**src/include/core_defines.svh**
```systemverilog
// Core sizing for a 32-bit RV32I datapath only; the ISA types in rv_isa_pkg assume these values
`ifndef CORE_DEFINES_SVH
`define CORE_DEFINES_SVH

////////////////////////////////////////
// Datapath sizing
////////////////////////////////////////

// Data and address width
`define CORE_XLEN 32

// Register index width
`define CORE_REG_AW 5

// Architectural register count, x0 included
`define CORE_NUM_REGS 32

////////////////////////////////////////
// Boot
////////////////////////////////////////

// First address fetched after reset
`define CORE_RESET_PC 32'h0000_0000

`endif

```
**src/design/rv_isa_pkg.sv**
```systemverilog
// RV32I base encodings only; compressed, CSR and system opcodes are not represented
package rv_isa_pkg;

    // One data word
    typedef logic [31:0] word_t;

    // Register index
    typedef logic [4:0] reg_idx_t;

    // Major opcode field
    typedef logic [6:0] opcode_t;

    // Major opcodes handled by decode
    localparam opcode_t OPC_LUI    = 7'b0110111;
    localparam opcode_t OPC_JAL    = 7'b1101111;
    localparam opcode_t OPC_JALR   = 7'b1100111;
    localparam opcode_t OPC_BRANCH = 7'b1100011;
    localparam opcode_t OPC_LOAD   = 7'b0000011;
    localparam opcode_t OPC_STORE  = 7'b0100011;
    localparam opcode_t OPC_OPIMM  = 7'b0010011;
    localparam opcode_t OPC_OP     = 7'b0110011;

    // Execute operations
    // OP_NOP is zero so a cleared decode register is harmless
    typedef enum logic [4:0] {
        OP_NOP,
        OP_ADD,
        OP_SUB,
        OP_AND,
        OP_OR,
        OP_XOR,
        OP_SLL,
        OP_SRL,
        OP_SRA,
        OP_SLT,
        OP_SLTU,
        OP_LUI,
        OP_LW,
        OP_SW,
        OP_BEQ,
        OP_BNE,
        OP_BLT,
        OP_BGE,
        OP_JAL,
        OP_JALR
    } exec_op_e;

endpackage

```
**src/design/core_pipe_pkg.sv**
```systemverilog
// Stage-to-stage bundles of the three-stage core; word accesses only on the memory side
package core_pipe_pkg;

    import rv_isa_pkg::*;

    // Decode to execute register
    typedef struct packed {
        logic     valid;
        exec_op_e op;
        reg_idx_t rd;
        // rs1 or pc
        word_t    first_operand;
        // rs2 or immediate
        word_t    second_operand;
        // Store data for SW, target for branches and JAL
        word_t    third_operand;
        word_t    pc;
    } dec_exec_t;

    // Register bank write port
    typedef struct packed {
        logic     we;
        reg_idx_t rd;
        word_t    data;
    } wb_t;

    // Fetch redirection from execute
    typedef struct packed {
        logic  taken;
        word_t target;
    } redirect_t;

    // Data memory request
    typedef struct packed {
        logic  read;
        logic  write;
        word_t addr;
        word_t wdata;
    } mem_req_t;

endpackage

```
**src/design/fetch.sv**
```systemverilog
// Instruction memory must return the word for an address one cycle later and hold it during stall
`timescale 1ns/1ns
`include "core_defines.svh"

module fetch
    import rv_isa_pkg::*;
    import core_pipe_pkg::*;
(
    input  logic      clk,
    input  logic      arst_n_i,
    input  logic      stall_i,
    input  redirect_t redirect_i,
    output word_t     instruction_address_o,
    output word_t     pc_o
);

    // Address presented this cycle
    word_t pc_q;

    // Address presented last cycle
    // Its instruction is on the bus now
    word_t issued_q;

    word_t pc_next;

    ////////////////////////////////////////
    // Next address
    ////////////////////////////////////////

    // Redirect wins over sequential fetch
    always_comb begin
        if (redirect_i.taken) begin
            pc_next = redirect_i.target;
        end
        else begin
            pc_next = pc_q + word_t'(4);
        end
    end

    // Both registers freeze under stall
    always_ff @(posedge clk or negedge arst_n_i) begin
        if (!arst_n_i) begin
            pc_q     <= `CORE_RESET_PC;
            issued_q <= `CORE_RESET_PC;
        end
        else if (!stall_i) begin
            pc_q     <= pc_next;
            issued_q <= pc_q;
        end
    end

    assign instruction_address_o = pc_q;
    assign pc_o                  = issued_q;

endmodule

```
**src/design/decode.sv**
```systemverilog
// Illegal or unsupported encodings decode to OP_NOP; one stale fetch is squashed after a redirect
`timescale 1ns/1ns
`include "core_defines.svh"

module decode
    import rv_isa_pkg::*;
    import core_pipe_pkg::*;
(
    input  logic      clk,
    input  logic      arst_n_i,
    input  logic      stall_i,
    input  word_t     instruction_i,
    input  word_t     pc_i,
    input  redirect_t redirect_i,
    output reg_idx_t  rs1_o,
    output reg_idx_t  rs2_o,
    input  word_t     rs1_data_i,
    input  word_t     rs2_data_i,
    output dec_exec_t exec_o
);

    // Instruction fields
    opcode_t    opcode;
    logic [2:0] funct3;
    logic [6:0] funct7;

    // Immediates per format
    word_t imm_i;
    word_t imm_s;
    word_t imm_b;
    word_t imm_u;
    word_t imm_j;

    // Decoded controls
    exec_op_e op;
    word_t    imm;
    logic     use_imm;
    logic     first_is_pc;

    dec_exec_t exec_d;
    dec_exec_t exec_q;

    // Instruction on the bus came from a stale address
    logic squash_q;

    // Register-register and register-immediate ALU ops share funct3
    function automatic exec_op_e alu_op(logic [2:0] f3, logic alt);
        case (f3)
            3'b000:  alu_op = alt ? OP_SUB : OP_ADD;
            3'b001:  alu_op = OP_SLL;
            3'b010:  alu_op = OP_SLT;
            3'b011:  alu_op = OP_SLTU;
            3'b100:  alu_op = OP_XOR;
            3'b101:  alu_op = alt ? OP_SRA : OP_SRL;
            3'b110:  alu_op = OP_OR;
            default: alu_op = OP_AND;
        endcase
    endfunction

    assign opcode = instruction_i[6:0];
    assign funct3 = instruction_i[14:12];
    assign funct7 = instruction_i[31:25];

    // Register reads go straight to the bank
    assign rs1_o = instruction_i[15 +: `CORE_REG_AW];
    assign rs2_o = instruction_i[20 +: `CORE_REG_AW];

    ////////////////////////////////////////
    // Immediates
    ////////////////////////////////////////

    assign imm_i = {{20{instruction_i[31]}}, instruction_i[31:20]};
    assign imm_s = {{20{instruction_i[31]}}, instruction_i[31:25], instruction_i[11:7]};
    assign imm_b = {{19{instruction_i[31]}}, instruction_i[31], instruction_i[7],
                    instruction_i[30:25], instruction_i[11:8], 1'b0};
    assign imm_u = {instruction_i[31:12], 12'b0};
    assign imm_j = {{11{instruction_i[31]}}, instruction_i[31], instruction_i[19:12],
                    instruction_i[20], instruction_i[30:21], 1'b0};

    ////////////////////////////////////////
    // Operation decode
    ////////////////////////////////////////

    always_comb begin
        // I-type with rs1 is the common case
        op          = OP_NOP;
        imm         = imm_i;
        use_imm     = 1'b1;
        first_is_pc = 1'b0;
        case (opcode)
            OPC_LUI: begin
                op  = OP_LUI;
                imm = imm_u;
            end
            OPC_JAL: begin
                op          = OP_JAL;
                imm         = imm_j;
                first_is_pc = 1'b1;
            end
            OPC_JALR: begin
                if (funct3 == 3'b000) begin
                    op = OP_JALR;
                end
            end
            OPC_BRANCH: begin
                // Compare rs1 with rs2
                imm     = imm_b;
                use_imm = 1'b0;
                case (funct3)
                    3'b000:  op = OP_BEQ;
                    3'b001:  op = OP_BNE;
                    3'b100:  op = OP_BLT;
                    3'b101:  op = OP_BGE;
                    default: op = OP_NOP;
                endcase
            end
            OPC_LOAD: begin
                // Word loads only
                if (funct3 == 3'b010) begin
                    op = OP_LW;
                end
            end
            OPC_STORE: begin
                imm = imm_s;
                if (funct3 == 3'b010) begin
                    op = OP_SW;
                end
            end
            OPC_OPIMM: begin
                // Only SRAI reads the funct7 bit
                op = alu_op(funct3, funct3 == 3'b101 && funct7[5]);
            end
            OPC_OP: begin
                use_imm = 1'b0;
                if (funct7 == 7'b0000000) begin
                    op = alu_op(funct3, 1'b0);
                end
                else if (funct7 == 7'b0100000 && (funct3 == 3'b000 || funct3 == 3'b101)) begin
                    op = alu_op(funct3, 1'b1);
                end
            end
            default: begin
                op = OP_NOP;
            end
        endcase
    end

    ////////////////////////////////////////
    // Operands and pipeline register
    ////////////////////////////////////////

    always_comb begin
        // Killed by a redirect now or by the one taken last cycle
        exec_d.valid          = !redirect_i.taken && !squash_q;
        exec_d.op             = op;
        exec_d.rd             = instruction_i[7 +: `CORE_REG_AW];
        exec_d.first_operand  = first_is_pc ? pc_i : rs1_data_i;
        exec_d.second_operand = use_imm ? imm : rs2_data_i;
        // Store data or branch target
        exec_d.third_operand  = (op == OP_SW) ? rs2_data_i : pc_i + imm;
        exec_d.pc             = pc_i;
    end

    // Squash flag starts set, the bus carries nothing useful right after reset
    always_ff @(posedge clk or negedge arst_n_i) begin
        if (!arst_n_i) begin
            exec_q   <= '0;
            squash_q <= 1'b1;
        end
        else if (!stall_i) begin
            exec_q   <= exec_d;
            squash_q <= redirect_i.taken;
        end
    end

    assign exec_o = exec_q;

endmodule

```
**src/design/regbank.sv**
```systemverilog
// Flop register bank with x0 tied to zero; writes land at the edge and are forwarded in the same cycle
`timescale 1ns/1ns
`include "core_defines.svh"

module regbank
    import rv_isa_pkg::*;
    import core_pipe_pkg::*;
(
    input  logic     clk,
    input  logic     arst_n_i,
    input  logic     stall_i,
    input  reg_idx_t rs1_i,
    input  reg_idx_t rs2_i,
    input  wb_t      wb_i,
    output word_t    rs1_data_o,
    output word_t    rs2_data_o
);

    // x1 to x31 only since x0 has no storage
    word_t regs [1:`CORE_NUM_REGS-1];

    // Write to x0 never counts
    logic write_en;

    // One read port with bypass
    function automatic word_t read_port(reg_idx_t idx);
        if (idx == '0) begin
            read_port = '0;
        end
        else if (write_en && wb_i.rd == idx) begin
            read_port = wb_i.data;
        end
        else begin
            read_port = regs[idx];
        end
    endfunction

    assign write_en = wb_i.we && wb_i.rd != '0;

    // Writes wait out a stall
    always_ff @(posedge clk or negedge arst_n_i) begin
        if (!arst_n_i) begin
            for (int i = 1; i < `CORE_NUM_REGS; i++) begin
                regs[i] <= '0;
            end
        end
        else if (write_en && !stall_i) begin
            regs[wb_i.rd] <= wb_i.data;
        end
    end

    // Reads follow the bank contents and the write port
    always_comb begin
        rs1_data_o = read_port(rs1_i);
        rs2_data_o = read_port(rs2_i);
    end

endmodule

```
**src/design/execute.sv**
```systemverilog
// Single-cycle execute and retire; data memory must answer loads combinationally
`timescale 1ns/1ns
`include "core_defines.svh"

module execute
    import rv_isa_pkg::*;
    import core_pipe_pkg::*;
(
    input  dec_exec_t exec_i,
    input  word_t     mem_data_i,
    output wb_t       wb_o,
    output redirect_t redirect_o,
    output mem_req_t  mem_req_o
);

    word_t op_a;
    word_t op_b;

    // Adder shared by ADD, address and JALR target
    word_t sum;
    word_t alu_result;
    word_t link;

    logic [$clog2(`CORE_XLEN)-1:0] shamt;

    logic branch_taken;
    logic writes_rd;

    assign op_a  = exec_i.first_operand;
    assign op_b  = exec_i.second_operand;
    assign sum   = op_a + op_b;
    assign shamt = op_b[$clog2(`CORE_XLEN)-1:0];
    assign link  = exec_i.pc + word_t'(4);

    ////////////////////////////////////////
    // ALU
    ////////////////////////////////////////

    always_comb begin
        case (exec_i.op)
            OP_SUB:  alu_result = op_a - op_b;
            OP_AND:  alu_result = op_a & op_b;
            OP_OR:   alu_result = op_a | op_b;
            OP_XOR:  alu_result = op_a ^ op_b;
            OP_SLL:  alu_result = op_a << shamt;
            OP_SRL:  alu_result = op_a >> shamt;
            OP_SRA:  alu_result = word_t'($signed(op_a) >>> shamt);
            OP_SLT:  alu_result = word_t'($signed(op_a) < $signed(op_b));
            OP_SLTU: alu_result = word_t'(op_a < op_b);
            // Immediate already shifted in decode
            OP_LUI:  alu_result = op_b;
            default: alu_result = sum;
        endcase
    end

    ////////////////////////////////////////
    // Branch resolution
    ////////////////////////////////////////

    always_comb begin
        case (exec_i.op)
            OP_BEQ:  branch_taken = op_a == op_b;
            OP_BNE:  branch_taken = op_a != op_b;
            OP_BLT:  branch_taken = $signed(op_a) < $signed(op_b);
            OP_BGE:  branch_taken = $signed(op_a) >= $signed(op_b);
            OP_JAL:  branch_taken = 1'b1;
            OP_JALR: branch_taken = 1'b1;
            default: branch_taken = 1'b0;
        endcase
    end

    // JALR drops bit 0 of its target
    assign redirect_o.taken  = exec_i.valid && branch_taken;
    assign redirect_o.target = (exec_i.op == OP_JALR) ? {sum[31:1], 1'b0}
                                                      : exec_i.third_operand;

    ////////////////////////////////////////
    // Write-back and memory
    ////////////////////////////////////////

    // No register write for nop, stores and branches
    always_comb begin
        case (exec_i.op)
            OP_NOP, OP_SW, OP_BEQ, OP_BNE, OP_BLT, OP_BGE: writes_rd = 1'b0;
            default: writes_rd = 1'b1;
        endcase
    end

    always_comb begin
        wb_o.we = exec_i.valid && writes_rd;
        wb_o.rd = exec_i.rd;
        case (exec_i.op)
            OP_LW:          wb_o.data = mem_data_i;
            OP_JAL, OP_JALR: wb_o.data = link;
            default:        wb_o.data = alu_result;
        endcase
    end

    // Request held as long as the decode register holds
    assign mem_req_o.read  = exec_i.valid && exec_i.op == OP_LW;
    assign mem_req_o.write = exec_i.valid && exec_i.op == OP_SW;
    assign mem_req_o.addr  = sum;
    assign mem_req_o.wdata = exec_i.third_operand;

endmodule

```
**src/design/rs5_core.sv**
```systemverilog
// Three-stage RV32I core without CSRs or traps; word memory accesses only, stall_i freezes everything
`timescale 1ns/1ns
`include "core_defines.svh"

module rs5_core
    import rv_isa_pkg::*;
    import core_pipe_pkg::*;
(
    input  logic       clk,
    input  logic       arst_n_i,
    input  logic       stall_i,
    input  word_t      instruction_i,
    input  word_t      mem_data_i,
    output word_t      instruction_address_o,
    output logic       mem_operation_enable_o,
    output logic [3:0] mem_write_enable_o,
    output word_t      mem_address_o,
    output word_t      mem_data_o
);

    ////////////////////////////////////////
    // Stage wiring
    ////////////////////////////////////////

    // Address of the instruction arriving at decode
    word_t     pc_decode;
    reg_idx_t  rs1;
    reg_idx_t  rs2;
    word_t     rs1_data;
    word_t     rs2_data;
    dec_exec_t exec;
    wb_t       wb;
    redirect_t redirect;
    mem_req_t  mem_req;

    ////////////////////////////////////////
    // Fetch
    ////////////////////////////////////////

    fetch fetch1 (
        .clk                   (clk),
        .arst_n_i              (arst_n_i),
        .stall_i               (stall_i),
        .redirect_i            (redirect),
        .instruction_address_o (instruction_address_o),
        .pc_o                  (pc_decode)
    );

    ////////////////////////////////////////
    // Decode and register bank
    ////////////////////////////////////////

    decode decoder1 (
        .clk           (clk),
        .arst_n_i      (arst_n_i),
        .stall_i       (stall_i),
        .instruction_i (instruction_i),
        .pc_i          (pc_decode),
        .redirect_i    (redirect),
        .rs1_o         (rs1),
        .rs2_o         (rs2),
        .rs1_data_i    (rs1_data),
        .rs2_data_i    (rs2_data),
        .exec_o        (exec)
    );

    regbank regbankff (
        .clk        (clk),
        .arst_n_i   (arst_n_i),
        .stall_i    (stall_i),
        .rs1_i      (rs1),
        .rs2_i      (rs2),
        .wb_i       (wb),
        .rs1_data_o (rs1_data),
        .rs2_data_o (rs2_data)
    );

    ////////////////////////////////////////
    // Execute and retire
    ////////////////////////////////////////

    execute execute1 (
        .exec_i     (exec),
        .mem_data_i (mem_data_i),
        .wb_o       (wb),
        .redirect_o (redirect),
        .mem_req_o  (mem_req)
    );

    // Word stores enable all four bytes
    assign mem_operation_enable_o = mem_req.read || mem_req.write;
    assign mem_write_enable_o     = {4{mem_req.write}};
    assign mem_address_o          = mem_req.addr;
    assign mem_data_o             = mem_req.wdata;

endmodule

```
**config.mk**
```make
export PLATFORM = sky130hd
export DESIGN_NAME = rs5_core
export DESIGN_NICKNAME = d
export VERILOG_FILES = /design/src/design/rv_isa_pkg.sv /design/src/design/core_pipe_pkg.sv /design/src/design/fetch.sv /design/src/design/decode.sv /design/src/design/regbank.sv /design/src/design/execute.sv /design/src/design/rs5_core.sv
export VERILOG_INCLUDE_DIRS = /design/src /design/src/include
export SDC_FILE = /design/constraint.sdc
export NUM_CORES = 2
export LEC_CHECK = 0
export BUFFER_PORTS_ARGS = -buffer_cell sky130_fd_sc_hd__clkbuf_2
export CORE_ASPECT_RATIO = 2
export CORE_UTILIZATION = 35
export DETAILED_ROUTE_END_ITERATION = 8
export PLACE_DENSITY = 0.49
export SYNTH_ARGS = -nofsm -noshare
export SYNTH_HDL_FRONTEND = slang
export SYNTH_SLANG_ARGS = --single-unit
```
**constraint.sdc**
```tcl
create_clock -name clk -period 4.4 [get_ports clk]
set_input_delay 0 -clock clk [delete_from_list [all_inputs] [get_ports clk]]
set_output_delay 0 -clock clk [all_outputs]
set_load 0.05 [all_outputs]
```
==> results.py <==
metrics = {
    "outcome": {
        "status": "complete, no violations",
    },
    "finish": {
        "area_growth_pct": 18.18,
        "fillers": 20440,
        "regArea_mm2": 0.02994,
        "multi_input_area_mm2": 0.04123,
        "final_cell_count_no_fill": 10380,
        "final_core_util": 0.4157,
        "stdcell_area_mm2": 0.08727,
        "nets": 7710,
        "layout-drive-gt1-share": 0.2646,
    },
    "detailed_routing": {
        "num_vias": 63000,
        "wl_um": 368800,
        "ant_nets": 0,
        "drt-initial-drc-count": 5072,
        "wl_met1_um": 123100,
        "met2_wirelength_um": 186500,
        "vias_per_cell": 6.067,
        "drc": 0,
        "highest_layer": "met5",
        "wl_met3_um": 18670,
        "wl_per_cell_um": 35.52,
        "drt_first_pass_iters": 6,
    },
    "synth": {
        "ys_async_sr_fraction": 1.000,
        "synth.area.mux_share": 0.2344,
        "synth_xor_area_frac": 0.01245,
        "synthCells": 7198,
        "synth_top_family_by_area": "multiplexers",
        "ys_warn_count": 0,
        "synth-compound-area-share": 0.1641,
        "avgSynthCellArea_um2": 10.26,
        "synth-simple-area-share": 0.1147,
        "synthDistinctLibCells": 93,
        "synth-seq-area-share": 0.4053,
        "synth_edf_count": 0,
        "ys_ff_latch": 1196,
        "syn_nets": 7398,
        "synth_adder_area_share": 0.02284,
        "synth_area_mm2": 0.07384,
        "synth_ff_type": "dfrtp_1",
    },
    "critical_path": {
        "worst_path_max_delay_cell": "dfrtp_1",
        "critPathMaxStageDelay_ns": 0.59,
        "cp_cell_sequence": "buf_4, and2_1, nand2_1, o32ai_1, buf_4, a22oi_2, buf_4, a21oi_1, buf_4, o21ai_2, mux2_2, a211o_1, o21ai_0",
        "crit_fanout": 11,
        "critPathCaptureType": "register",
        "r2r_start": "decoder1.exec_o[133]$_DFFE_PN0N_",
        "crit_path_frequent_cell": "buf_4",
        "critPathLaunchType": "register",
        "r2r_end": "decoder1.exec_o[69]$_DFFE_PN0N_",
        "critPathKind": "reg -> reg",
        "required_ns": 5.09,
        "critPathArrivalTime_ns": 5.03,
        "ff2ff_setup_slack_ns": 0.07,
        "ff2ff_path_depth": 13,
    },
    "timing": {
        "maxSlewHeadroom": 0.09733,
        "rsz0062_at_grt": "yes",
        "hold_viol_final": 0,
        "finalCritPeriodShare": 0.9848,
        "fin_crit_ns": 4.333,
        "fmax_mhz": 230.8,
        "skew_ns": 0.1056,
        "setup_viol": 0,
        "tightest_slew_ns": 1.350,
        "slew_viol_final": 0,
    },
    "min_path": {
        "hold_path_end": "regbankff.regs[799]$_DFFE_PN0P_",
        "holdPathStages": 6,
        "holdCritPathClass": "in -> reg",
        "hp-start": "mem_data_i[31]",
    },
    "pwr": {
        "power_frac_comb": 0.212,
        "power_switching_mw": 9.728,
        "p_per_area_mw_per_mm2": 333.4,
        "power.leakage_nw": 37.14,
        "sw_frac_of_total": 0.3344,
        "peakVddDrop_v": 0.0004317,
        "p_int_mw": 19.36,
        "clock_power_share": 0.375,
        "seqPwrFrac": 0.413,
    },
    "clock_tree": {
        "cts.sinks": 1196,
        "cts_made_buffers": 115,
        "root_buffer": "clkbuf_16",
        "htreeDepth": 3,
        "clk_pin_slew_ns": 0.07,
        "cts_buffer_depth": 3,
        "clock_latency_ns": 0.83,
        "cts_tree": "yes",
    },
    "die": {
        "initial_core_util": 0.3517,
        "row_count": 238,
        "ios": 168,
        "die_h_um": 651.6,
        "dieArea_mm2": 0.2129,
        "die_x_um": 326.8,
        "core_area_mm2": 0.2099,
    },
    "placement": {
        "hpwl_um": 265900,
        "dp.cells": 10100,
        "port_buffers": 167,
        "place.gp.congestion": 1.033,
        "post_dp_cell_area_mm2": 0.08251,
    },
    "global_route": {
        "grt_overflow_total": 0,
        "grt_pass1_vias": 64070,
        "grt_first_pass_wirelength_um": 512900,
        "antenna_found_initial": 21,
        "grt_max_degree": 140,
        "grt.total_usage": 0.3457,
    },
    "flow_run": {
        "max-cap-violations": 0,
    },
}
[Yosys cell counts, drive strengths merged (22+ instances only)]
cell type | count | area [um2]
a211oi | 34 | 260.3
a21o | 57 | 427.9
a21oi | 314 | 1572
a221o | 22 | 220.2
a221oi | 43 | 395.4
a22o | 49 | 429.2
a22oi | 36 | 270.3
a31oi | 40 | 277.8
and2 | 30 | 187.7
and3 | 58 | 362.9
buf | 190 | 938.4
clkbuf | 532 | 1997
dfrtp | 1195 | 29900
ha | 130 | 1627
inv | 125 | 469.2
mux2 | 146 | 1644
mux2i | 125 | 1251
mux4 | 640 | 14410
nand2 | 1223 | 4591
nand2b | 36 | 225.2
nand3 | 77 | 385.4
nand4 | 26 | 162.7
nor2 | 331 | 1245
nor2b | 29 | 181.4
nor3 | 66 | 330.3
nor4 | 27 | 183.9
o211ai | 54 | 405.4
o21a | 26 | 195.2
o21ai | 1106 | 5535
o221a | 22 | 247.7
o221ai | 22 | 192.7
o22a | 22 | 192.7
o31ai | 23 | 172.7
or3 | 23 | 148.9
xnor2 | 63 | 551.8
xor2 | 42 | 367.9
[stage by stage]
| stage | hold WS, ns | setup TNS, ns | setup slack, ns | power [mW] |
|---|---|---|---|---|
| floorplan | -0.2956 | 0 | 0.01402 | 15.27 |
| global placement | -0.07460 | -3.291 | -0.2297 | 18.22 |
| detailed placement | -0.07464 | -2.988 | -0.2403 | 18.24 |
| CTS | 0.006203 | 0 | 0.02710 | 29.21 |
| global route | 0.06530 | -0.007445 | -0.007445 | 29.93 |
| finish | 0.04367 | 0 | 0.06678 | 29.09 |
[cell usage in the layout, fill, tap and decap left out, types with 59 or more instances in the layout]
| master | Yosys | routed |
|---|---|---|
| nor2_1 | 330 | 322 |
| buf_4 | 38 | 612 |
| dfrtp_1 | 1195 | 1190 |
| mux4_2 | 640 | 640 |
| buf_12 | 0 | 109 |
| inv_1 | 124 | 123 |
| mux2i_1 | 125 | 124 |
| ha_1 | 130 | 128 |
| nand2_1 | 1223 | 1190 |
| nor3_1 | 66 | 59 |
| clkbuf_16 | 0 | 116 |
| nand3_1 | 77 | 76 |
| clkbuf_2 | 0 | 135 |
| a21oi_1 | 314 | 308 |
| mux2_2 | 146 | 146 |
| o21ai_0 | 1089 | 1077 |
[power groups by stage]
stage | Sequential (mW) | Combinational [mW] | Clock (mW)
final | 12.0 | 6.17 | 10.9
after CTS | 12.0 | 6.10 | 11.1
after global routing | 12.0 | 6.46 | 11.4
after detailed placement | 12.2 | 6.04 | 0
after floorplan | 12.0 | 3.31 | 0
after global placement | 12.2 | 6.03 | 0
[logic make-up (layout without fill, tap and decap cells)]
| family | Yosys count | in the layout |
|---|---|---|
| AOI/OAI and AO/OA | 2021 | 2021 |
| and+or+nand+nor | 1984 | 1984 |
| DFF | 1196 | 1196 |
| muxes | 911 | 911 |
| buffers and inverters | 848 | 1258 |
| adders and majority gates | 133 | 133 |
| xor gates and xnor gates | 105 | 105 |
| other | 0 | 15 |
[worst max path at each step]
stage / start / slack, ns / cells after the start / end
final: decoder1.exec_o[133]$_DFFE_PN0N_ / 0.07 / 13 / decoder1.exec_o[69]$_DFFE_PN0N_
after global routing: decoder1.exec_o[64]$_DFFE_PN0N_ / -0.007 / 16 / decoder1.exec_o[68]$_DFFE_PN0N_
after CTS: decoder1.exec_o[83]$_DFFE_PN0N_ / 0.03 / 17 / fetch1.instruction_address_o[8]$_DFFE_PN0N_
after detailed placement: instruction_i[6] / -0.24 / 20 / decoder1.exec_o[63]$_DFFE_PN0N_
after global placement: instruction_i[6] / -0.23 / 19 / decoder1.exec_o[49]$_DFFE_PN0N_
after floorplan: decoder1.exec_o[67]$_DFFE_PN0N_ / 0.01 / 16 / decoder1.exec_o[60]$_DFFE_PN0N_
[layout make-up]
cell class	instances	area share
Clock buffer	166	0.03885
Tap cell	2760	0.03957
Clock inverter	49	0.007025
Inverter	126	0.005420
Multi-Input combinational cell	5154	0.4725
Antenna cell	15	0.0004301
Timing Repair Buffer	917	0.09316
Sequential cell	1196	0.3431
[registers in the layout, indices dropped and copies added (netlist names)]
signal                        flops
regbankff.regs                  992
decoder1.squash_q                 1
decoder1.exec_o                 139
fetch1.instruction_address_o     32
fetch1.pc_o                      32
[critical path, delay by kind of cell, from the launching register on]
kind	cells	cell delay (ns)
AO/OA/AOI/OAI	6	1.69
AND/OR/NAND/NOR	2	0.66
multiplexers	1	0.30
flip-flops	1	0.59
buffers and inverters	4	0.94
[per-layer routing]
layer  vias up  track usage
met1     32200       0.3556
met5         -            0
li1      27100            -
met3      1058      0.05129
met2      2620       0.6017
met4        12       0.3182
[timing repair]
item | CTS | global route
gates cloned | 0 | 0
setup endpoints to repair | 76 | 457
hold endpoints to repair | 1571 | 0
pin swaps | 2 | 2
gates resized for setup | 12 | 37
setup buffers | 0 | 1
hold buffers | 49 | 0
Note: power is estimated with default switching activity, not from simulation.
